### src/uart_pkg.sv
package uart_pkg;

    // ~~~~~~~~~~~~~~~~~~~~~~~~~~~~~~~~~~~~~~~~
    // Widths
    // ~~~~~~~~~~~~~~~~~~~~~~~~~~~~~~~~~~~~~~~~
    parameter int UART_DATA_SIZE      = 8;
    parameter int UART_BAUD_DIV_SIZE  = 12;
    parameter int UART_CMD_SIZE       = 16;
    // Holds a frame length of up to 11 bits
    parameter int UART_FRAME_CNT_SIZE = 4;

    // ~~~~~~~~~~~~~~~~~~~~~~~~~~~~~~~~~~~~~~~~
    // State encodings
    // ~~~~~~~~~~~~~~~~~~~~~~~~~~~~~~~~~~~~~~~~
    typedef enum logic [1:0] {
        UART_TX_IDLE,
        UART_TX_START,
        UART_TX_DATA
    } uart_tx_state_e;

    typedef enum logic [1:0] {
        UART_RX_IDLE,
        UART_RX_START,
        UART_RX_DATA,
        UART_RX_STOP
    } uart_rx_state_e;

    // Host command word, bit 15 selects the view
    typedef union packed {
        struct packed {
            logic                      kind;
            logic [6:0]                spare;
            logic [UART_DATA_SIZE-1:0] data;
        } data_view;
        struct packed {
            logic                          kind;
            logic [1:0]                    unused;
            logic                          two_stop;
            logic [UART_BAUD_DIV_SIZE-1:0] baud_div;
        } cfg_view;
    } uart_cmd_u;

endpackage

### src/uart_ctrl.sv
`timescale 1ns/10ps

module uart_ctrl #(
    parameter int unsigned FIFO_DEPTH     = 4,
    parameter int unsigned RESET_BAUD_DIV = 16
) (
    input  logic                                    clk,
    input  logic                                    rst_n,
    input  logic                                    cmd_valid_i,
    input  logic [uart_pkg::UART_CMD_SIZE-1:0]      cmd_i,
    output logic                                    credit_o,
    output logic                                    fifo_push_o,
    output logic [uart_pkg::UART_DATA_SIZE-1:0]     fifo_wdata_o,
    output logic                                    fifo_pop_o,
    input  logic                                    fifo_empty_i,
    input  logic [uart_pkg::UART_DATA_SIZE-1:0]     fifo_rdata_i,
    output logic                                    tx_start_o,
    output logic [uart_pkg::UART_DATA_SIZE-1:0]     tx_data_o,
    input  logic                                    tx_ready_i,
    output logic [uart_pkg::UART_BAUD_DIV_SIZE-1:0] baud_div_o,
    output logic                                    two_stop_o
);

    localparam int BDW    = uart_pkg::UART_BAUD_DIV_SIZE;
    localparam int FILL_W = $clog2(FIFO_DEPTH + 1);

    uart_pkg::uart_cmd_u    cmd;
    logic                   is_data_word;
    logic                   is_cfg_word;
    logic                   has_room;
    logic                   tx_start;
    logic                   cfg_apply;
    logic [FILL_W-1:0]      fill_q;
    logic [FILL_W-1:0]      ahead_q;
    logic                   pend_q;
    logic [BDW-1:0]         pend_baud_q;
    logic                   pend_two_stop_q;
    logic [BDW-1:0]         baud_div_q;
    logic                   two_stop_q;

    // ~~~~~~~~~~~~~~~~~~~~~~~~~~~~~~~~~~~~~~~~
    // Command decode
    // ~~~~~~~~~~~~~~~~~~~~~~~~~~~~~~~~~~~~~~~~
    assign cmd          = cmd_i;
    assign is_data_word = cmd_valid_i && !cmd.data_view.kind;
    assign is_cfg_word  = cmd_valid_i && cmd.cfg_view.kind;
    // Room left means the host still held a credit
    assign has_room     = (fill_q != FILL_W'(FIFO_DEPTH));

    assign fifo_push_o  = is_data_word && has_room;
    assign fifo_wdata_o = cmd.data_view.data;

    // ~~~~~~~~~~~~~~~~~~~~~~~~~~~~~~~~~~~~~~~~
    // Frame start and credit return
    // ~~~~~~~~~~~~~~~~~~~~~~~~~~~~~~~~~~~~~~~~
    // Bytes queued ahead of a pending config still go out on the old settings
    assign tx_start   = tx_ready_i && !fifo_empty_i && (!pend_q || (ahead_q != '0));
    assign tx_start_o = tx_start;
    assign tx_data_o  = fifo_rdata_i;
    assign fifo_pop_o = tx_start;
    assign credit_o   = tx_start;

    assign cfg_apply  = pend_q && (ahead_q == '0) && tx_ready_i;

    always_ff @(posedge clk or negedge rst_n) begin
        if (!rst_n) begin
            fill_q     <= '0;
            ahead_q    <= '0;
            pend_q     <= 1'b0;
            baud_div_q <= BDW'(RESET_BAUD_DIV);
            two_stop_q <= 1'b0;
        end else begin
            case ({fifo_push_o, tx_start})
                2'b10:   fill_q <= fill_q + FILL_W'(1);
                2'b01:   fill_q <= fill_q - FILL_W'(1);
                default: fill_q <= fill_q;
            endcase
            if (is_cfg_word) begin
                pend_q  <= 1'b1;
                ahead_q <= fill_q - FILL_W'(tx_start);
            end else begin
                if (cfg_apply) begin
                    pend_q <= 1'b0;
                end
                if (tx_start && pend_q) begin
                    ahead_q <= ahead_q - FILL_W'(1);
                end
            end
            if (cfg_apply) begin
                baud_div_q <= pend_baud_q;
                two_stop_q <= pend_two_stop_q;
            end
        end
    end

    // Pending config payload
    always_ff @(posedge clk) begin
        if (is_cfg_word) begin
            pend_baud_q     <= cmd.cfg_view.baud_div;
            pend_two_stop_q <= cmd.cfg_view.two_stop;
        end
    end

    assign baud_div_o = baud_div_q;
    assign two_stop_o = two_stop_q;

endmodule

### src/uart_rx.sv
`timescale 1ns/10ps

module uart_rx (
    input  logic                                    clk,
    input  logic                                    rst_n,
    input  logic                                    rx_pin_i,
    input  logic [uart_pkg::UART_BAUD_DIV_SIZE-1:0] baud_div_i,
    output logic                                    rx_valid_o,
    output logic [uart_pkg::UART_DATA_SIZE-1:0]     rx_data_o,
    output logic                                    rx_frame_err_o
);

    localparam int BDW   = uart_pkg::UART_BAUD_DIV_SIZE;
    localparam int IDX_W = $clog2(uart_pkg::UART_DATA_SIZE);

    uart_pkg::uart_rx_state_e               state_q, state_d;
    logic [BDW-1:0]                         sample_cnt_q, sample_cnt_d;
    logic [IDX_W-1:0]                       bit_idx_q, bit_idx_d;
    logic [uart_pkg::UART_DATA_SIZE-1:0]    shift_q;
    logic                                   rx_sync1_q, rx_sync2_q, rx_prev_q;
    logic                                   valid_q, valid_d;
    logic                                   frame_err_q, frame_err_d;
    logic                                   fall_edge;
    logic                                   sample_tick;
    logic                                   shift_en;
    logic [BDW-1:0]                         half_div;

    assign fall_edge   = rx_prev_q && !rx_sync2_q;
    assign sample_tick = (sample_cnt_q == '0);
    assign half_div    = {1'b0, baud_div_i[BDW-1:1]};

    always_comb begin
        state_d      = state_q;
        sample_cnt_d = sample_cnt_q;
        bit_idx_d    = bit_idx_q;
        valid_d      = 1'b0;
        frame_err_d  = frame_err_q;
        shift_en     = 1'b0;
        if (state_q != uart_pkg::UART_RX_IDLE && !sample_tick) begin
            sample_cnt_d = sample_cnt_q - BDW'(1);
        end
        case (state_q)
            uart_pkg::UART_RX_IDLE: begin
                if (fall_edge) begin
                    sample_cnt_d = half_div - BDW'(1);
                    state_d      = uart_pkg::UART_RX_START;
                end
            end
            uart_pkg::UART_RX_START: begin
                // Line back high at mid start bit means a glitch
                if (sample_tick) begin
                    if (!rx_sync2_q) begin
                        sample_cnt_d = baud_div_i - BDW'(1);
                        bit_idx_d    = '0;
                        state_d      = uart_pkg::UART_RX_DATA;
                    end else begin
                        state_d = uart_pkg::UART_RX_IDLE;
                    end
                end
            end
            uart_pkg::UART_RX_DATA: begin
                if (sample_tick) begin
                    shift_en     = 1'b1;
                    sample_cnt_d = baud_div_i - BDW'(1);
                    bit_idx_d    = bit_idx_q + IDX_W'(1);
                    if (bit_idx_q == IDX_W'(uart_pkg::UART_DATA_SIZE - 1)) begin
                        state_d = uart_pkg::UART_RX_STOP;
                    end
                end
            end
            uart_pkg::UART_RX_STOP: begin
                if (sample_tick) begin
                    valid_d     = 1'b1;
                    frame_err_d = !rx_sync2_q;
                    state_d     = uart_pkg::UART_RX_IDLE;
                end
            end
            default: begin
                state_d = uart_pkg::UART_RX_IDLE;
            end
        endcase
    end

    // Synchronizer flops idle high like the line
    always_ff @(posedge clk or negedge rst_n) begin
        if (!rst_n) begin
            rx_sync1_q   <= 1'b1;
            rx_sync2_q   <= 1'b1;
            rx_prev_q    <= 1'b1;
            state_q      <= uart_pkg::UART_RX_IDLE;
            sample_cnt_q <= '0;
            bit_idx_q    <= '0;
            valid_q      <= 1'b0;
            frame_err_q  <= 1'b0;
        end else begin
            rx_sync1_q   <= rx_pin_i;
            rx_sync2_q   <= rx_sync1_q;
            rx_prev_q    <= rx_sync2_q;
            state_q      <= state_d;
            sample_cnt_q <= sample_cnt_d;
            bit_idx_q    <= bit_idx_d;
            valid_q      <= valid_d;
            frame_err_q  <= frame_err_d;
        end
    end

    // LSB arrives first
    always_ff @(posedge clk) begin
        if (shift_en) begin
            shift_q <= {rx_sync2_q, shift_q[uart_pkg::UART_DATA_SIZE-1:1]};
        end
    end

    assign rx_valid_o     = valid_q;
    assign rx_data_o      = shift_q;
    assign rx_frame_err_o = frame_err_q;

endmodule

### src/uart_subsys.sv
`timescale 1ns/10ps

module uart_subsys #(
    parameter int unsigned FIFO_DEPTH     = 4,
    parameter int unsigned RESET_BAUD_DIV = 16
) (
    input  logic                                clk,
    input  logic                                rst_n,
    input  logic                                cmd_valid_i,
    input  logic [uart_pkg::UART_CMD_SIZE-1:0]  cmd_i,
    output logic                                credit_o,
    output logic                                tx_pin_o,
    input  logic                                rx_pin_i,
    output logic                                rx_valid_o,
    output logic [uart_pkg::UART_DATA_SIZE-1:0] rx_data_o,
    output logic                                rx_frame_err_o
);

    logic                                    fifo_push;
    logic [uart_pkg::UART_DATA_SIZE-1:0]     fifo_wdata;
    logic                                    fifo_pop;
    logic                                    fifo_empty;
    logic [uart_pkg::UART_DATA_SIZE-1:0]     fifo_rdata;
    logic                                    tx_start;
    logic [uart_pkg::UART_DATA_SIZE-1:0]     tx_data;
    logic                                    tx_ready;
    logic [uart_pkg::UART_BAUD_DIV_SIZE-1:0] baud_div;
    logic                                    two_stop;

    uart_ctrl #(
        .FIFO_DEPTH     (FIFO_DEPTH),
        .RESET_BAUD_DIV (RESET_BAUD_DIV)
    ) i_ctrl (
        .clk          (clk),
        .rst_n        (rst_n),
        .cmd_valid_i  (cmd_valid_i),
        .cmd_i        (cmd_i),
        .credit_o     (credit_o),
        .fifo_push_o  (fifo_push),
        .fifo_wdata_o (fifo_wdata),
        .fifo_pop_o   (fifo_pop),
        .fifo_empty_i (fifo_empty),
        .fifo_rdata_i (fifo_rdata),
        .tx_start_o   (tx_start),
        .tx_data_o    (tx_data),
        .tx_ready_i   (tx_ready),
        .baud_div_o   (baud_div),
        .two_stop_o   (two_stop)
    );

    // Full flag unused here, credits keep the FIFO from overflowing
    uart_tx_fifo #(
        .FIFO_DEPTH (FIFO_DEPTH)
    ) i_fifo (
        .clk     (clk),
        .rst_n   (rst_n),
        .push_i  (fifo_push),
        .wdata_i (fifo_wdata),
        .pop_i   (fifo_pop),
        .rdata_o (fifo_rdata),
        .empty_o (fifo_empty),
        .full_o  ()
    );

    uart_tx i_tx (
        .clk        (clk),
        .rst_n      (rst_n),
        .start_i    (tx_start),
        .data_i     (tx_data),
        .baud_div_i (baud_div),
        .two_stop_i (two_stop),
        .ready_o    (tx_ready),
        .tx_pin_o   (tx_pin_o)
    );

    uart_rx i_rx (
        .clk            (clk),
        .rst_n          (rst_n),
        .rx_pin_i       (rx_pin_i),
        .baud_div_i     (baud_div),
        .rx_valid_o     (rx_valid_o),
        .rx_data_o      (rx_data_o),
        .rx_frame_err_o (rx_frame_err_o)
    );

endmodule

### src/uart_tx.sv
`timescale 1ns/10ps

module uart_tx (
    input  logic                                    clk,
    input  logic                                    rst_n,
    input  logic                                    start_i,
    input  logic [uart_pkg::UART_DATA_SIZE-1:0]     data_i,
    input  logic [uart_pkg::UART_BAUD_DIV_SIZE-1:0] baud_div_i,
    input  logic                                    two_stop_i,
    output logic                                    ready_o,
    output logic                                    tx_pin_o
);

    localparam int BDW = uart_pkg::UART_BAUD_DIV_SIZE;
    localparam int FCW = uart_pkg::UART_FRAME_CNT_SIZE;

    uart_pkg::uart_tx_state_e               state_q, state_d;
    logic [BDW-1:0]                         sample_cnt_q, sample_cnt_d;
    logic [FCW-1:0]                         bit_cnt_q, bit_cnt_d;
    logic [uart_pkg::UART_DATA_SIZE-1:0]    shifter_q, shifter_d;
    logic [FCW-1:0]                         frame_len;
    logic                                   sample_tick;

    // Start + 8 data + stop bits
    assign frame_len   = two_stop_i ? FCW'(11) : FCW'(10);
    assign sample_tick = (sample_cnt_q == '0);

    always_comb begin
        state_d      = state_q;
        sample_cnt_d = sample_cnt_q;
        bit_cnt_d    = bit_cnt_q;
        shifter_d    = shifter_q;
        case (state_q)
            uart_pkg::UART_TX_IDLE: begin
                if (start_i) begin
                    shifter_d    = data_i;
                    bit_cnt_d    = frame_len;
                    sample_cnt_d = baud_div_i - BDW'(1);
                    state_d      = uart_pkg::UART_TX_START;
                end
            end
            uart_pkg::UART_TX_START, uart_pkg::UART_TX_DATA: begin
                if (sample_tick) begin
                    bit_cnt_d = bit_cnt_q - FCW'(1);
                    // No shift at the end of the start bit, data bit 0 is already at the LSB
                    if (state_q == uart_pkg::UART_TX_DATA) begin
                        shifter_d = {1'b1, shifter_q[uart_pkg::UART_DATA_SIZE-1:1]};
                    end
                    state_d = uart_pkg::UART_TX_DATA;
                    if (bit_cnt_q == FCW'(1)) begin
                        state_d = uart_pkg::UART_TX_IDLE;
                    end else if (bit_cnt_q == FCW'(2)) begin
                        // Last stop bit ends with the idle cycle
                        sample_cnt_d = baud_div_i - BDW'(2);
                    end else begin
                        sample_cnt_d = baud_div_i - BDW'(1);
                    end
                end else begin
                    sample_cnt_d = sample_cnt_q - BDW'(1);
                end
            end
            default: begin
                state_d = uart_pkg::UART_TX_IDLE;
            end
        endcase
    end

    always_ff @(posedge clk or negedge rst_n) begin
        if (!rst_n) begin
            state_q      <= uart_pkg::UART_TX_IDLE;
            sample_cnt_q <= '0;
            bit_cnt_q    <= '0;
        end else begin
            state_q      <= state_d;
            sample_cnt_q <= sample_cnt_d;
            bit_cnt_q    <= bit_cnt_d;
        end
    end

    always_ff @(posedge clk) begin
        shifter_q <= shifter_d;
    end

    assign ready_o  = (state_q == uart_pkg::UART_TX_IDLE) && (bit_cnt_q == '0);
    // Stop bits come from the ones shifted in
    assign tx_pin_o = (state_q == uart_pkg::UART_TX_START) ? 1'b0 :
                      (state_q == uart_pkg::UART_TX_DATA)  ? shifter_q[0] : 1'b1;

endmodule

### src/uart_tx_fifo.sv
`timescale 1ns/10ps

module uart_tx_fifo #(
    parameter int unsigned FIFO_DEPTH = 4
) (
    input  logic                                clk,
    input  logic                                rst_n,
    input  logic                                push_i,
    input  logic [uart_pkg::UART_DATA_SIZE-1:0] wdata_i,
    input  logic                                pop_i,
    output logic [uart_pkg::UART_DATA_SIZE-1:0] rdata_o,
    output logic                                empty_o,
    output logic                                full_o
);

    localparam int unsigned PTR_W = $clog2(FIFO_DEPTH);
    localparam int unsigned CNT_W = $clog2(FIFO_DEPTH + 1);

    logic [uart_pkg::UART_DATA_SIZE-1:0] mem [FIFO_DEPTH];
    logic [PTR_W-1:0]                    wr_ptr_q;
    logic [PTR_W-1:0]                    rd_ptr_q;
    logic [CNT_W-1:0]                    count_q;
    logic                                do_push;
    logic                                do_pop;

    assign do_push = push_i && !full_o;
    assign do_pop  = pop_i && !empty_o;

    assign empty_o = (count_q == '0);
    assign full_o  = (count_q == CNT_W'(FIFO_DEPTH));
    // Head entry always visible
    assign rdata_o = mem[rd_ptr_q];

    always_ff @(posedge clk) begin
        if (do_push) begin
            mem[wr_ptr_q] <= wdata_i;
        end
    end

    // Pointers wrap on their own since the depth is a power of two
    always_ff @(posedge clk or negedge rst_n) begin
        if (!rst_n) begin
            wr_ptr_q <= '0;
            rd_ptr_q <= '0;
            count_q  <= '0;
        end else begin
            if (do_push) begin
                wr_ptr_q <= wr_ptr_q + PTR_W'(1);
            end
            if (do_pop) begin
                rd_ptr_q <= rd_ptr_q + PTR_W'(1);
            end
            case ({do_push, do_pop})
                2'b10:   count_q <= count_q + CNT_W'(1);
                2'b01:   count_q <= count_q - CNT_W'(1);
                default: count_q <= count_q;
            endcase
        end
    end

endmodule
### config.mk
export PLATFORM = sky130hd
export DESIGN_NAME = uart_subsys
export DESIGN_NICKNAME = d
export VERILOG_FILES = /design/src/uart_pkg.sv /design/src/uart_ctrl.sv /design/src/uart_rx.sv /design/src/uart_subsys.sv /design/src/uart_tx.sv /design/src/uart_tx_fifo.sv
export SDC_FILE = /design/constraint.sdc
export NUM_CORES = 1
export LEC_CHECK = 0
export BUFFER_PORTS_ARGS = -buffer_cell sky130_fd_sc_hd__buf_2
export CORE_MARGIN = 2
export CORE_UTILIZATION = 55
export CTS_CLUSTER_SIZE = 24
export DETAILED_ROUTE_END_ITERATION = 16
export GPL_TIMING_DRIVEN = 0
export MAX_ROUTING_LAYER = met4
export PLACE_DENSITY = 0.8
export SLEW_MARGIN = 20
export SYNTH_ARGS = -nofsm -noshare
export SYNTH_HDL_FRONTEND = slang
export SYNTH_SLANG_ARGS = --single-unit
### constraint.sdc
create_clock -name clk -period 2.4 [get_ports clk]
set_input_delay 0.12 -clock clk [delete_from_list [all_inputs] [get_ports clk]]
set_output_delay 0.12 -clock clk [all_outputs]
set_load 0.02 [all_outputs]
==> results.txt, run 1 <==
----------------------------------------------------
[Outcome]
  Result of the run ... finished, final reports clean

[Cells and area]
  Number of standard cells in the final layout excluding fillers ... slightly above 800
  Multi-input logic area ... 3090 sq um
  Number of filler instances in the final layout ... 806
  Share of cells above drive strength 1 ... 0.244
  Number of diodes ... 0
  Most common cell after layout, fill and taps aside ... sky130_fd_sc_hd__dfrtp_1
  Area used by sequential logic in the layout ... 3510 sq um
  Layout Area Growth over Synthesis ... 22.1%
  Final cell area excluding filler cells ... 8140 sq um
  Commonest cells after routing, fill and taps aside ... 63 x sky130_fd_sc_hd__dfrtp_1, 61 x sky130_fd_sc_hd__edfxtp_1, 60 x sky130_fd_sc_hd__nand2_1
  Share of the core filled with cells ... 0.683
  Fin nets ... 713

[Yosys]
  Most area-hungry cell type in the Yosys netlist ... sky130_fd_sc_hd__edfxtp_1
  Async set-reset flop share out of synthesis ... 0.523
  Number of synthesized flops with an enable pin ... 61
  FF+latch count, synth ... 128
  Post-synthesis instance total ... between 500 and 600
  Area of the mapped netlist ... ~6700 sq um
  Avg Inst Size Synth ... 11.5 sq um
  Count of cell types in the netlist ... 73
  Top cell type's share of synthesized area ... 0.275
  Share of synthesized area occupied by flip-flops and latches ... 0.527
  Nets in the synthesized netlist ... 629
  Most used flip-flop cell after synthesis ... sky130_fd_sc_hd__dfrtp_1
  Leading post-synthesis cells by cell area ... sky130_fd_sc_hd__edfxtp_1 27%, sky130_fd_sc_hd__dfrtp_1 24%, sky130_fd_sc_hd__ha_1 5.3%, sky130_fd_sc_hd__xor2_1 3.7%, sky130_fd_sc_hd__nand2_1 3.4%
  Synth warnings ... 0

[Floorplan]
  Die area ... 13,000 sq um
  Die Height ... 114 um
  Placeable Area ... between 10,000 and 15,000 sq um
  Horizontal extent of the die ... between 100 and 150 um
  Number of rows created at floorplan ... 40
  Number of top-level pins ... 32
  Starting Density ... 0.559

[Clocking]
  Clock tree root buffer cell ... sky130_fd_sc_hd__clkbuf_16
  Clk Latency, worst-skew pair ... 0.42 ns
  Clock Tree Buf Depth ... 2
  Number of H-tree branching levels ... 4
  Total number of clock tree sinks ... 128
  Clock buffer count from CTS ... 17
  TritonCTS clock tree ... yes
  Clock input transition at the sequential cells of the worst setup and hold paths ... 0.06 ns

[Drt]
  Via Count ... just under 5,000
  Top layer reached by signal wires ... met4
  Avg WL per Cell ... 18.2 um
  Met2 layer wire length in the routed design ... 7790 um
  Number of DRC violations after detailed-routing iteration 0 ... 331
  Routed met3 length ... ~540 um
  Vias per Instance ... 5.91
  Aggregate routed wire length ... 15,000 um
  Remaining antenna violation count after routing ... 0
  Metal1 wirelength ... between 6000 and 7000 um
  Number of design rule violations left after detail routing ... 0
  Detailed-router iteration count before antenna repair ... 5

[Global route]
  Maximum number of pins on one net before global-route repair ... 36
  GR Overflow Total ... 0
  Global-route wire length before repair ... 24,600 um
  Overall fraction of global-route tracks in use ... 0.252
  Antenna violations before repair ... 0
  Vias in the first global route ... 5,022

[Timing]
  Minimum clock period after layout ... 2.35 ns
  Worst clock skew ... 0.00727 ns
  Final hold violation count ... 0
  Worst hold slack ... 0.110 ns
  Worst-margin pin slew ... 1.01 ns
  Endpoints failing setup ... 0
  Number of pins exceeding their max-slew limit in the final report ... 0
  Max frequency ... approximately 420 MHz
  Unrepaired setup endpoints after global routing ... yes
  Post-layout worst setup margin ... between 0.04 and 0.05 ns
  Crit share post-route ... 0.981
  Relative max-transition margin ... 0.324

[Worst setup path]
  Crit path capture type ... flip-flop
  Cell family with most CP delay ... simple AND/OR/NAND/NOR gates
  WS Path Type ... flip-flop to flip-flop
  Slowest-stage cell, CP ... sky130_fd_sc_hd__or4_1
  List of cells traversed by the critical path ... or4_1 -> buf_2 -> or3_4 -> buf_6 -> nor4b_4 -> buf_12
  Delay contributed by the slowest stage of the critical path ... 0.51 ns
  Buffers & Inverters on Critical Path ... 3
  Critical path fanouts, max ... 11
  Data arrival time at the worst-slack endpoint ... 2.49 ns
  CP Launch Type ... flip-flop
  Required time of the critical path ... 2.53 ns

[Placement]
  Detailed placement HPWL ... 9990 um
  Dpl cell area ... 7040 sq um
  Final estimated routing congestion in global placement ... 0.917
  Number of buffers inserted by port buffering ... 29
  Worst slack at placement ... -0.306 ns
  Cells after DPL ... 756

[Pwr]
  Worst IR drop on VDD ... 0.563 mV
  PD cells ... ~800 nW/um^2
  Leakage Power ... 3.25 nW

[Job]
  Max-cap violations ... 0

[Min path]
  Path type of the worst min-delay path ... input pin to flip-flop

----------------------------------------------------
-- routing by layer --
layer  vias to the layer above  global-route usage
li1                       2287                   -
met1                      2384               0.295
met2                       150               0.422
met3                        45              0.0381
met4                         0               0.131
met5                         -                   -
-- power by group --
| group | internal [W] | switching (W) |
|---|---|---|
| registers | 0.00247 | 0.000159 |
| clock network | 0.00165 | 0.000989 |
| logic | 0.000527 | 0.000729 |
| total | 0.00464 | 0.00188 |
-- synth_stat cells, drive strengths merged, types with 2 or more instances --
master	n
mux2i	6
o22ai	2
and2	6
or4	7
nand4	3
nor4b	4
ha	28
o21ai	34
a21o	2
a2bb2oi	3
nand2b	2
o2111ai	3
a31oi	3
dfrtp	63
or4b	2
fa	2
buf	11
xnor2	22
nor3b	6
o21a	3
xor2	28
clkbuf	20
or3	5
nand3	18
nor2	30
mux4	8
edfxtp	61
nand4bb	2
a22o	4
mux2	16
nand2	60
a21oi	14
o221ai	12
o211ai	5
nor3	14
nor4	11
dfstp	4
inv	31
o31ai	4
-- stage by stage --
| stage | TNS (ns) | total power, W |
|---|---|---|
| 3_3_place_gp | -5.40 | 0.00376 |
| 5_1_grt | -0.295 | 0.00675 |
| 6_report | 0 | 0.00652 |
| 4_1_cts | 0 | 0.00646 |
| 2_1_floorplan | -0.146 | 0.00349 |
| 3_5_place_dp | -7.31 | 0.00381 |
-- state kept, by name, indices dropped and copies added (netlist names), 2 cells and up, named ones only --
signal / flops
i_rx.bit_idx_q: 3
i_tx.state_q: 2
i_rx.sample_cnt_q: 12
i_tx.shifter_q: 8
i_tx.bit_cnt_q: 4
i_fifo.mem: 32
i_tx.sample_cnt_q: 12
i_fifo.rd_ptr_q: 2
i_ctrl.pend_baud_q: 12
i_fifo.wr_ptr_q: 2
i_ctrl.ahead_q: 3
i_ctrl.baud_div_o: 12
i_rx.rx_data_o: 8
i_fifo.count_q: 3
i_ctrl.fill_q: 3
-- worst paths after layout --
kind,start,endpoint,slack (ns),cells after the start
worst max-delay path,i_rx.sample_cnt_q[2],i_rx.rx_data_o[3],0.05,6
max in group asynchronous,rst_n,i_rx.rx_sync2_q,1.61,3
min in group asynchronous,rst_n,i_fifo.wr_ptr_q[0],0.18,2
worst max register to register,i_rx.sample_cnt_q[2],i_rx.rx_data_o[3],0.05,6
worst min register to register,i_rx.rx_sync1_q,i_rx.rx_sync2_q,0.36,0
worst min-delay path,cmd_i[15],i_ctrl.pend_q,0.11,3
-- kinds of logic (layout without fill, tap and decap cells) --
| kind of cell | count (synthesis) | count (layout) | synth area share |
|---|---|---|---|
| buffers and inverters | 62 | 159 | 0.0376 |
| adders and majority gates | 30 | 30 | 0.0586 |
| muxes | 30 | 30 | 0.0631 |
| and+or+nand+nor | 178 | 178 | 0.144 |
| DFF | 128 | 128 | 0.527 |
| AOI/OAI and AO/OA | 101 | 101 | 0.103 |
| xor gates and xnor gates | 50 | 50 | 0.0657 |
-- repair_timing --
action                                  CTS  global route
endpoints found under the hold margin    78             0
buffers inserted                          9            12
endpoints found under the setup margin   45            49
resized for setup                        18            25
pin swaps                                 8            14
hold buffers                             15             0
-- area by class of cell --
class | instances | share of cell area
buffer | 30 | 0.0175
clock buffer | 18 | 0.0527
clock inverter | 14 | 0.0220
inverter | 31 | 0.0143
multi-input combinational | 389 | 0.379
sequential | 128 | 0.432
tap | 147 | 0.0226
timing repair buffer | 66 | 0.0600
-- worst min-delay path, stage by stage --
cell                      delay [ns]
sky130_fd_sc_hd__buf_2          0.09
sky130_fd_sc_hd__nand2_1        0.16
sky130_fd_sc_hd__nand2_1        0.12
Power figures use the tool's default switching activity.
==> run 2: changes to the inputs <==
BUFFER_PORTS_ARGS = not set   (was -buffer_cell sky130_fd_sc_hd__buf_2)
DONT_BUFFER_PORTS = 1   (was not set)
PLACE_DENSITY = 0.73   (was 0.8)
==> run 2 against run 1 <==
Via count is 3.3% lower; clock-buffer cell count is 2 higher; register-to-register slack worse by 0.03 ns; highest routed layer unchanged; critical path type unchanged; fmax is 1.4% lower; sequential power hardly changed.
==> results.txt, run 2 (synthesis gave the netlist of run 1 again) <==
----------------------------------------------------
[Clocking]
  Clock buffer count from CTS ... 17 (unchanged)
  TritonCTS clock tree ... yes
  Total number of clock tree sinks ... 128 (unchanged)
  Clk Latency, worst-skew pair ... 0.41 ns (about the same)
  Clock input transition at the sequential cells of the worst setup and hold paths ... 0.06 ns (about the same)
  Number of H-tree branching levels ... 4 (unchanged)
  Clock Tree Buf Depth ... 2 (unchanged)
  Clock tree root buffer cell ... sky130_fd_sc_hd__clkbuf_16

[Placement]
  Final estimated routing congestion in global placement ... 0.918 (+0.11%)
  Detailed placement HPWL ... 9580 um (-4.1%)
  Number of buffers inserted by port buffering ... 0 (-100%)
  Worst slack at placement ... -0.305 ns (+0.00175 ns)

[Min path]
  Startpoint of the most critical hold path ... cmd_i[15]
  Min-Delay Endpoint ... i_ctrl.ahead_q[2]
  Number of stages on the worst hold path ... 2 (-1)
  Path type of the worst min-delay path ... input pin to flip-flop

[Pwr]
  PD cells ... 796 nW/um^2 (-0.72%)
  Worst IR drop on VDD ... 0.591 mV (+5.1%)
  Leakage Power ... 3.17 nW (-2.6%)

[Floorplan]
  Die Height ... 114 um (unchanged)
  Horizontal extent of the die ... 114 um (unchanged)
  Die area ... 13,000 sq um (unchanged)
  Placeable Area ... 11,900 sq um (unchanged)
  Number of top-level pins ... 32 (unchanged)
  Number of rows created at floorplan ... 40 (unchanged)
  Starting Density ... 0.559 (unchanged)

[Global route]
  Maximum number of pins on one net before global-route repair ... 68 (+89%)
  GR Overflow Total ... 0 (unchanged)
  Antenna violations before repair ... 0 (unchanged)
  Overall fraction of global-route tracks in use ... 0.245 (-0.00632)
  Global-route wire length before repair ... 24,300 um (-1.3%)
  Vias in the first global route ... 4,821 (-4.0%)

[Timing]
  Minimum clock period after layout ... 2.39 ns (+0.0332 ns)
  Worst-margin pin slew ... 1.05 ns (+0.0466 ns)
  Max frequency ... 419 MHz (-1.4%)
  Endpoints failing setup ... 0 (unchanged)
  Final-layout setup total negative slack ... 0 ns (unchanged)
  Crit share post-route ... 0.995 (+0.0138)
  Final hold violation count ... 0 (unchanged)
  Relative max-transition margin ... 0.293 (-0.0313)
  Number of pins exceeding their max-slew limit in the final report ... 0 (unchanged)
  Post-layout worst setup margin ... 0.0118 ns (-0.0332 ns)
  Worst clock skew ... 0.00906 ns (+0.00179 ns)
  Unrepaired setup endpoints after global routing ... yes

[Worst setup path]
  Buffers & Inverters on Critical Path ... 2 (-1)
  Worst Reg-to-Reg Cells ... 10 (+4)
  List of cells traversed by the critical path ... inv_2 -> ha_4 -> nand4bb_4 -> nor3b_4 -> ha_2 -> inv_1 -> fa_2 -> xor2_1 -> nor2_1 -> xnor2_1
  Worst setup slack for register-to-register paths ... 0.01 ns (-0.03 ns)
  Delay contributed by the slowest stage of the critical path ... 0.43 ns (-0.08 ns)
  Required time of the critical path ... 2.74 ns (+0.21 ns)
  Cell family with most CP delay ... adder cells
  Slowest-stage cell, CP ... sky130_fd_sc_hd__nor3b_4
  Crit path capture type ... flip-flop
  CP Launch Type ... flip-flop
  Data arrival time at the worst-slack endpoint ... 2.72 ns (+0.23 ns)
  Critical path fanouts, max ... 5 (-6)
  Reg2Reg Launch Point ... i_tx.bit_cnt_q[0]
  WS Path Type ... flip-flop to flip-flop
  FF-to-FF End ... i_ctrl.fill_q[2]

[Drt]
  Avg WL per Cell ... 17.8 um (-2.0%)
  Number of DRC violations after detailed-routing iteration 0 ... 389 (+18%)
  Remaining antenna violation count after routing ... 0 (unchanged)
  Vias per Instance ... 5.89 (-0.43%)
  Aggregate routed wire length ... 14,200 um (-4.9%)
  Via Count ... 4,704 (-3.3%)
  Number of design rule violations left after detail routing ... 0 (unchanged)
  Detailed-router iteration count before antenna repair ... 5 (unchanged)

[Cells and area]
  Number of diodes ... 0 (unchanged)
  Commonest cells after routing, fill and taps aside ... 63 x sky130_fd_sc_hd__dfrtp_1, 61 x sky130_fd_sc_hd__edfxtp_1, 60 x sky130_fd_sc_hd__nand2_1
  Area used by sequential logic in the layout ... 3510 sq um (unchanged)
  Share of cells above drive strength 1 ... 0.224 (-0.0202)
  Number of flip-flops under the largest register name ... 32 (unchanged)
  Number of filler instances in the final layout ... 858 (+6.5%)
  Multi-input logic area ... 3090 sq um (+0.24%)
  Most common cell after layout, fill and taps aside ... sky130_fd_sc_hd__dfrtp_1
  Layout Area Growth over Synthesis ... 20.8%
  Fin nets ... 689 (-3.4%)
  Most flops, register ... i_fifo.mem

[Job]
  Max-cap violations ... 0 (unchanged)

[Outcome]
  Result of the run ... finished, final reports clean

----------------------------------------------------
run 2: timing repair:
| action | CTS | global route |
|---|---|---|
| setup buffers | 13 | 10 |
| endpoints found under the setup margin | 54 | 49 |
| gates resized for setup | 27 | 29 |
| hold buffers | 18 | 0 |
| pin swaps | 11 | 12 |
| gates cloned | 1 | 0 |
| endpoints found under the hold margin | 114 | 0 |
run 2: layout make-up:
cell class	instances	share of cell area
sequential	128	0.437
multi-input combinational	389	0.384
clock buffer	20	0.0568
timing repair buffer	42	0.0507
tap	147	0.0229
buffer	30	0.0176
clock inverter	12	0.0166
inverter	31	0.0145
run 2: per-layer routing:
layer / global-route usage / up-vias / share of wire
li1: - / 2240 / -
met1: 0.308 / 2302 / 0.42
met2: 0.389 / 123 / 0.51
met3: 0.0551 / 39 / 0.044
met4: 0.101 / 0 / 0.028
met5: - / - / 0
run 2: how the worst max path moves through the flow:
stage,from,end,slack (ns),cells past startpoint
after global placement,i_tx.state_q[0],i_tx.sample_cnt_q[1],-0.24,8
after CTS,i_tx.state_q[1],i_fifo.count_q[2],-0.04,10
final,i_tx.bit_cnt_q[0],i_ctrl.fill_q[2],0.01,10
after global routing,i_tx.bit_cnt_q[1],i_fifo.count_q[2],-0.09,10
after floorplan,i_rx.sample_cnt_q[2],i_rx.rx_data_o[0],-0.02,5
after detailed placement,i_tx.state_q[1],i_fifo.count_q[2],-0.30,10
run 2: worst register-to-register path, stage by stage, from the launching register on:
cell and delay (ns):
sky130_fd_sc_hd__dfrtp_1 0.40, sky130_fd_sc_hd__inv_2 0.11, sky130_fd_sc_hd__ha_4 0.15, sky130_fd_sc_hd__nand4bb_4 0.20
sky130_fd_sc_hd__nor3b_4 0.43, sky130_fd_sc_hd__ha_2 0.26, sky130_fd_sc_hd__inv_1 0.05, sky130_fd_sc_hd__fa_2 0.33
sky130_fd_sc_hd__xor2_1 0.15, sky130_fd_sc_hd__nor2_1 0.11, sky130_fd_sc_hd__xnor2_1 0.12
run 2: stage by stage:
step | instance area (sq um) | total power, W | utilization | instances | hold slack, ns
CTS | 7900 | 0.00637 | 0.663 | 789 | 0.0237
finish | 8050 | 0.00640 | 0.676 | 799 | 0.0222
floorplan | 6690 | 0.00349 | - | 579 | -0.176
global placement | 6870 | 0.00371 | 0.577 | 726 | -0.172
global route | 8050 | 0.00669 | 0.676 | 799 | 0.0731
detailed placement | 6870 | 0.00374 | 0.577 | 726 | -0.171
run 2: power by group:
part | switching [W] | internal (W)
clock | 0.000944 | 0.00159
combinational | 0.000705 | 0.000546
sequential | 0.000152 | 0.00247
total | 0.00180 | 0.00460
==> run 3: changes to the inputs <==
HOLD_SLACK_MARGIN = 0.02   (was not set)
SYNTH_HIERARCHICAL = 1   (was not set)
==> run 3 against run 2 <==
The flow now finishes with violations (setup timing); non-clock buffer count up 12; routed wire length increased by 12%; clock power about the same; critical path depth grew 2; global-route usage down 0.33 points; cell area up 6.8%; synthesized cell count increased by 9.5%; total power grew 93%; critical path type unchanged; critical endpoint is now i_tx/sample_cnt_q[8]; largest power group is now combinational logic; highest routed layer unchanged.
==> results.txt, run 3 <==
----------------------------------------------------
[Yosys]
  Post-synth top cells ... 63 x sky130_fd_sc_hd__dfrtp_1, 61 x sky130_fd_sc_hd__edfxtp_1, 40 x sky130_fd_sc_hd__nand2_1
  Share of synthesized area occupied by flip-flops and latches ... 0.486 (-0.0418)
  Avg Inst Size Synth ... 11.4 sq um (-0.82%)
  Most area-hungry cell type in the Yosys netlist ... sky130_fd_sc_hd__edfxtp_1
  Adder and majority gate portion of the synthesized area ... 0.0574 (-0.00118)
  FF+latch count, synth ... 128 (unchanged)
  Post-synthesis instance total ... 634 (+9.5%)
  Most frequent cell after synthesis ... sky130_fd_sc_hd__dfrtp_1
  Leading post-synthesis cells by cell area ... sky130_fd_sc_hd__edfxtp_1 25%, sky130_fd_sc_hd__dfrtp_1 22%, sky130_fd_sc_hd__ha_1 5.2%, sky130_fd_sc_hd__mux2_2 3.4%, sky130_fd_sc_hd__xnor2_1 3.0%
  Top cell type's share of synthesized area ... 0.253 (-0.0218)
  Simple logic cell fraction of the synthesized area ... 0.162 (+0.0171)
  Fraction of synthesized area in multiplexers ... 0.0723 (+0.00918)
  Number of synthesized flops with an enable pin ... 61 (unchanged)
  Nets in the synthesized netlist ... 686 (+9.1%)
  Most used flip-flop cell after synthesis ... sky130_fd_sc_hd__dfrtp_1
  Compound-cell area share of the yosys netlist ... 0.115 (+0.0121)
  Async set-reset flop share out of synthesis ... 0.523 (unchanged)
  Main combinational cell family by area after synthesis ... simple AND/OR/NAND/NOR gates
  Area of the mapped netlist ... 7240 sq um (+8.6%)
  Post-synthesis share of cell area spent on xor and xnor gates ... 0.0460 (-0.0197)
  Synth warnings ... 6 (+6)
  Count of cell types in the netlist ... 91 (+25%)

[Placement]
  Detailed placement HPWL ... 10,700 um (+11%)
  Final estimated routing congestion in global placement ... 0.877 (-4.5%)
  Number of buffers inserted by port buffering ... 0 (unchanged)

[Floorplan]
  Placeable Area ... 12,700 sq um (+6.8%)
  Die area ... 14,100 sq um (+8.3%)
  Number of rows created at floorplan ... 41 (+2.5%)
  Number of top-level pins ... 32 (unchanged)
  Horizontal extent of the die ... 119 um (+4.1%)
  Starting Density ... 0.569 (+0.00940)
  Die Height ... 119 um (+4.1%)

[Global route]
  GR Overflow Total ... 0 (unchanged)
  Antenna violations before repair ... 0 (unchanged)
  Vias in the first global route ... 5,280 (+9.5%)
  Maximum number of pins on one net before global-route repair ... 68 (unchanged)
  Global-route wire length before repair ... 26,100 um (+7.7%)
  Overall fraction of global-route tracks in use ... 0.242 (-0.00329)

[Cells and area]
  Layout Area Growth over Synthesis ... 18.7%
  Most flops, register ... i_fifo/mem
  Number of flip-flops under the largest register name ... 32 (unchanged)
  Number of diodes ... 0 (unchanged)
  Commonest cells after routing, fill and taps aside ... 61 x sky130_fd_sc_hd__edfxtp_1, 60 x sky130_fd_sc_hd__dfrtp_1, 39 x sky130_fd_sc_hd__buf_4, 39 x sky130_fd_sc_hd__nand2_1, 34 x sky130_fd_sc_hd__nor2_1
  Fin nets ... 745 (+8.1%)
  Share of the core filled with cells ... 0.675 (about the same)
  Share of cells above drive strength 1 ... 0.262 (+0.0381)
  Most common cell after layout, fill and taps aside ... sky130_fd_sc_hd__edfxtp_1

[Timing]
  Crit share post-route ... 1.03 (+0.0331)
  Worst clock skew ... 0.00906 ns (-0.0000000600 ns)
  Max frequency ... 405 MHz (-3.2%)
  Worst-margin pin slew ... 0.861 ns (-0.192 ns)
  Final hold violation count ... 0 (unchanged)
  Minimum clock period after layout ... 2.47 ns (+0.0795 ns)
  Final-layout setup total negative slack ... -0.156 ns (-0.156 ns)
  Endpoints failing setup ... 4 (+4)
  Relative max-transition margin ... 0.421 (+0.129)
  Number of pins exceeding their max-slew limit in the final report ... 0 (unchanged)
  Unrepaired setup endpoints after global routing ... yes
  Post-layout worst setup margin ... -0.0677 ns (-0.0795 ns)
  Worst hold slack ... 0.0719 ns (+0.0497 ns)

[Pwr]
  Design Power ... 0.0123 W (+93%)
  Sequential group share of total power ... 0.297 (-0.112)
  Comb power frac ... 0.495 (+0.300)
  Worst IR drop on VDD ... 0.732 mV (+24%)
  Leakage Power ... 3.44 nW (+8.7%)
  Net switching power figure ... 0.00493 W (+170%)
  Internal power of the cells ... 0.00740 W (+61%)
  Switching part of the total power ... 0.400 (+0.118)
  PD cells ... 1440 nW/um^2 (+80%)
  Clock network fraction of design power ... 0.208 (-0.187)

[Drt]
  Number of design rule violations left after detail routing ... 0 (unchanged)
  Avg WL per Cell ... 18.2 um (+2.2%)
  Vias per Instance ... 5.97 (+1.4%)
  Via Count ... 5,243 (+11%)
  Number of DRC violations after detailed-routing iteration 0 ... 433 (+11%)
  Detailed-router iteration count before antenna repair ... 4 (-1)
  Remaining antenna violation count after routing ... 0 (unchanged)
  Aggregate routed wire length ... 16,000 um (+12%)

[Clocking]
  Clock input transition at the sequential cells of the worst setup and hold paths ... 0.06 ns (about the same)
  Clk Latency, worst-skew pair ... 0.42 ns (about the same)
  Total number of clock tree sinks ... 128 (unchanged)
  Clock tree root buffer cell ... sky130_fd_sc_hd__clkbuf_16
  Number of H-tree branching levels ... 4 (unchanged)
  TritonCTS clock tree ... yes
  Clock buffer count from CTS ... 17 (unchanged)
  Clock Tree Buf Depth ... 2 (unchanged)

[Job]
  Max-cap violations ... 0 (unchanged)

[Worst setup path]
  Data arrival time at the worst-slack endpoint ... 2.76 ns (+0.04 ns)
  CP Launch Type ... flip-flop
  WS Path Type ... flip-flop to flip-flop
  Crit path capture type ... flip-flop
  Critical path fanouts, max ... 9 (+4)
  Required time of the critical path ... 2.69 ns (-0.05 ns)

[Outcome]
  Result of the run ... finished, violations left
  Violations in the final reports ... setup timing

[Min path]
  Path type of the worst min-delay path ... input pin to flip-flop

----------------------------------------------------
## run 3: cell types whose count changed after synthesis, moves of 6 or more
| cell | delta |
|---|---|
| sky130_fd_sc_hd__a21oi_1 | +6 |
| sky130_fd_sc_hd__a31oi_1 | +7 |
| sky130_fd_sc_hd__buf_4 | +20 |
| sky130_fd_sc_hd__clkbuf_1 | -9 |
| sky130_fd_sc_hd__mux2_2 | +6 |
| sky130_fd_sc_hd__nand2_1 | -20 |
| sky130_fd_sc_hd__nor2_1 | +7 |
| sky130_fd_sc_hd__nor3_1 | +9 |
| sky130_fd_sc_hd__o21ai_0 | -8 |
| sky130_fd_sc_hd__o21ai_1 | +6 |
| sky130_fd_sc_hd__xor2_1 | -15 |
## run 3: final cells by class
cell class              count  area (sq um)
plain buffers              43           330
clock buffers              18           429
clock inverters            14           158
fillers                   959          4130
inverters                  36           135
multi-input cells         426          3420
flip-flops and latches    128          3520
well taps                 172           215
repair buffers             41           389
## run 3: cell families (layout without fill, tap and decap cells)
group,count (synthesis),in the layout
flops,128,128
simple gates,197,197
mux,39,39
compound gates,120,120
fa+ha+maj,32,32
buf+inv,80,152
xor+xnor,38,38
## run 3: power groups by stage
stage                     Clock (W)  Sequential [W]  Combinational, W
after global placement            0         0.00365           0.00537
after CTS                   0.00259         0.00365           0.00587
after detailed placement          0         0.00369           0.00553
after global routing        0.00270         0.00375           0.00667
final                       0.00256         0.00367           0.00610
after floorplan                   0         0.00350           0.00447
## run 3: final timing paths
path                                        start              endpoint  slack, ns  depth (start not counted)
worst max-delay path            i_tx/bit_cnt_q[0]  i_tx/sample_cnt_q[8]      -0.07                         12
worst min-delay path                  cmd_valid_i      i_ctrl/fill_q[0]       0.07                          3
worst max register to register  i_tx/bit_cnt_q[0]  i_tx/sample_cnt_q[8]      -0.07                         12
worst min register to register    i_rx/rx_sync1_q       i_rx/rx_sync2_q       0.36                          0
max in group asynchronous                   rst_n       i_rx/rx_sync1_q       1.77                          2
min in group asynchronous                   rst_n  i_ctrl/baud_div_o[7]       0.31                          2
## run 3: metal layers
metal  share of wire  track usage  vias to the layer above  wire [um]
met5               0            -                        -          0
li1                -            -                     2440          -
met4           0.020       0.0848                        0        323
met1            0.42        0.296                     2603       6740
met2            0.51        0.398                      167       8100
met3           0.051       0.0526                       33        814
## run 3: what timing repair did
action	CTS	global route
hold endpoints to repair	117	0
cloned	0	1
pin swaps	8	8
hold buffers	19	0
setup buffers	18	3
endpoints found under the setup margin	30	40
resized for setup	20	12
## run 3: critical path, cell delays in order, from the launching register on
cell and delay (ns):
sky130_fd_sc_hd__dfrtp_1 0.39, sky130_fd_sc_hd__inv_2 0.10, sky130_fd_sc_hd__ha_4 0.12, sky130_fd_sc_hd__and3_4 0.21, sky130_fd_sc_hd__nand2b_4 0.07, sky130_fd_sc_hd__a21oi_4 0.28
sky130_fd_sc_hd__buf_4 0.17, sky130_fd_sc_hd__nor2b_1 0.06, sky130_fd_sc_hd__o21bai_2 0.25, sky130_fd_sc_hd__a31o_2 0.25, sky130_fd_sc_hd__buf_4 0.17, sky130_fd_sc_hd__o21ai_0 0.18
sky130_fd_sc_hd__o21ai_1 0.10
## run 3: metrics by stage
| stage | cell area, sq um | cells | setup WS (ns) |
|---|---|---|---|
| finish | 8590 | 878 | -0.0677 |
| global route | 8590 | 878 | -0.177 |
| detailed placement | 7510 | 806 | -0.454 |
| floorplan | 7300 | 634 | 0.0345 |
| global placement | 7510 | 806 | -0.450 |
| CTS | 8520 | 874 | -0.0522 |
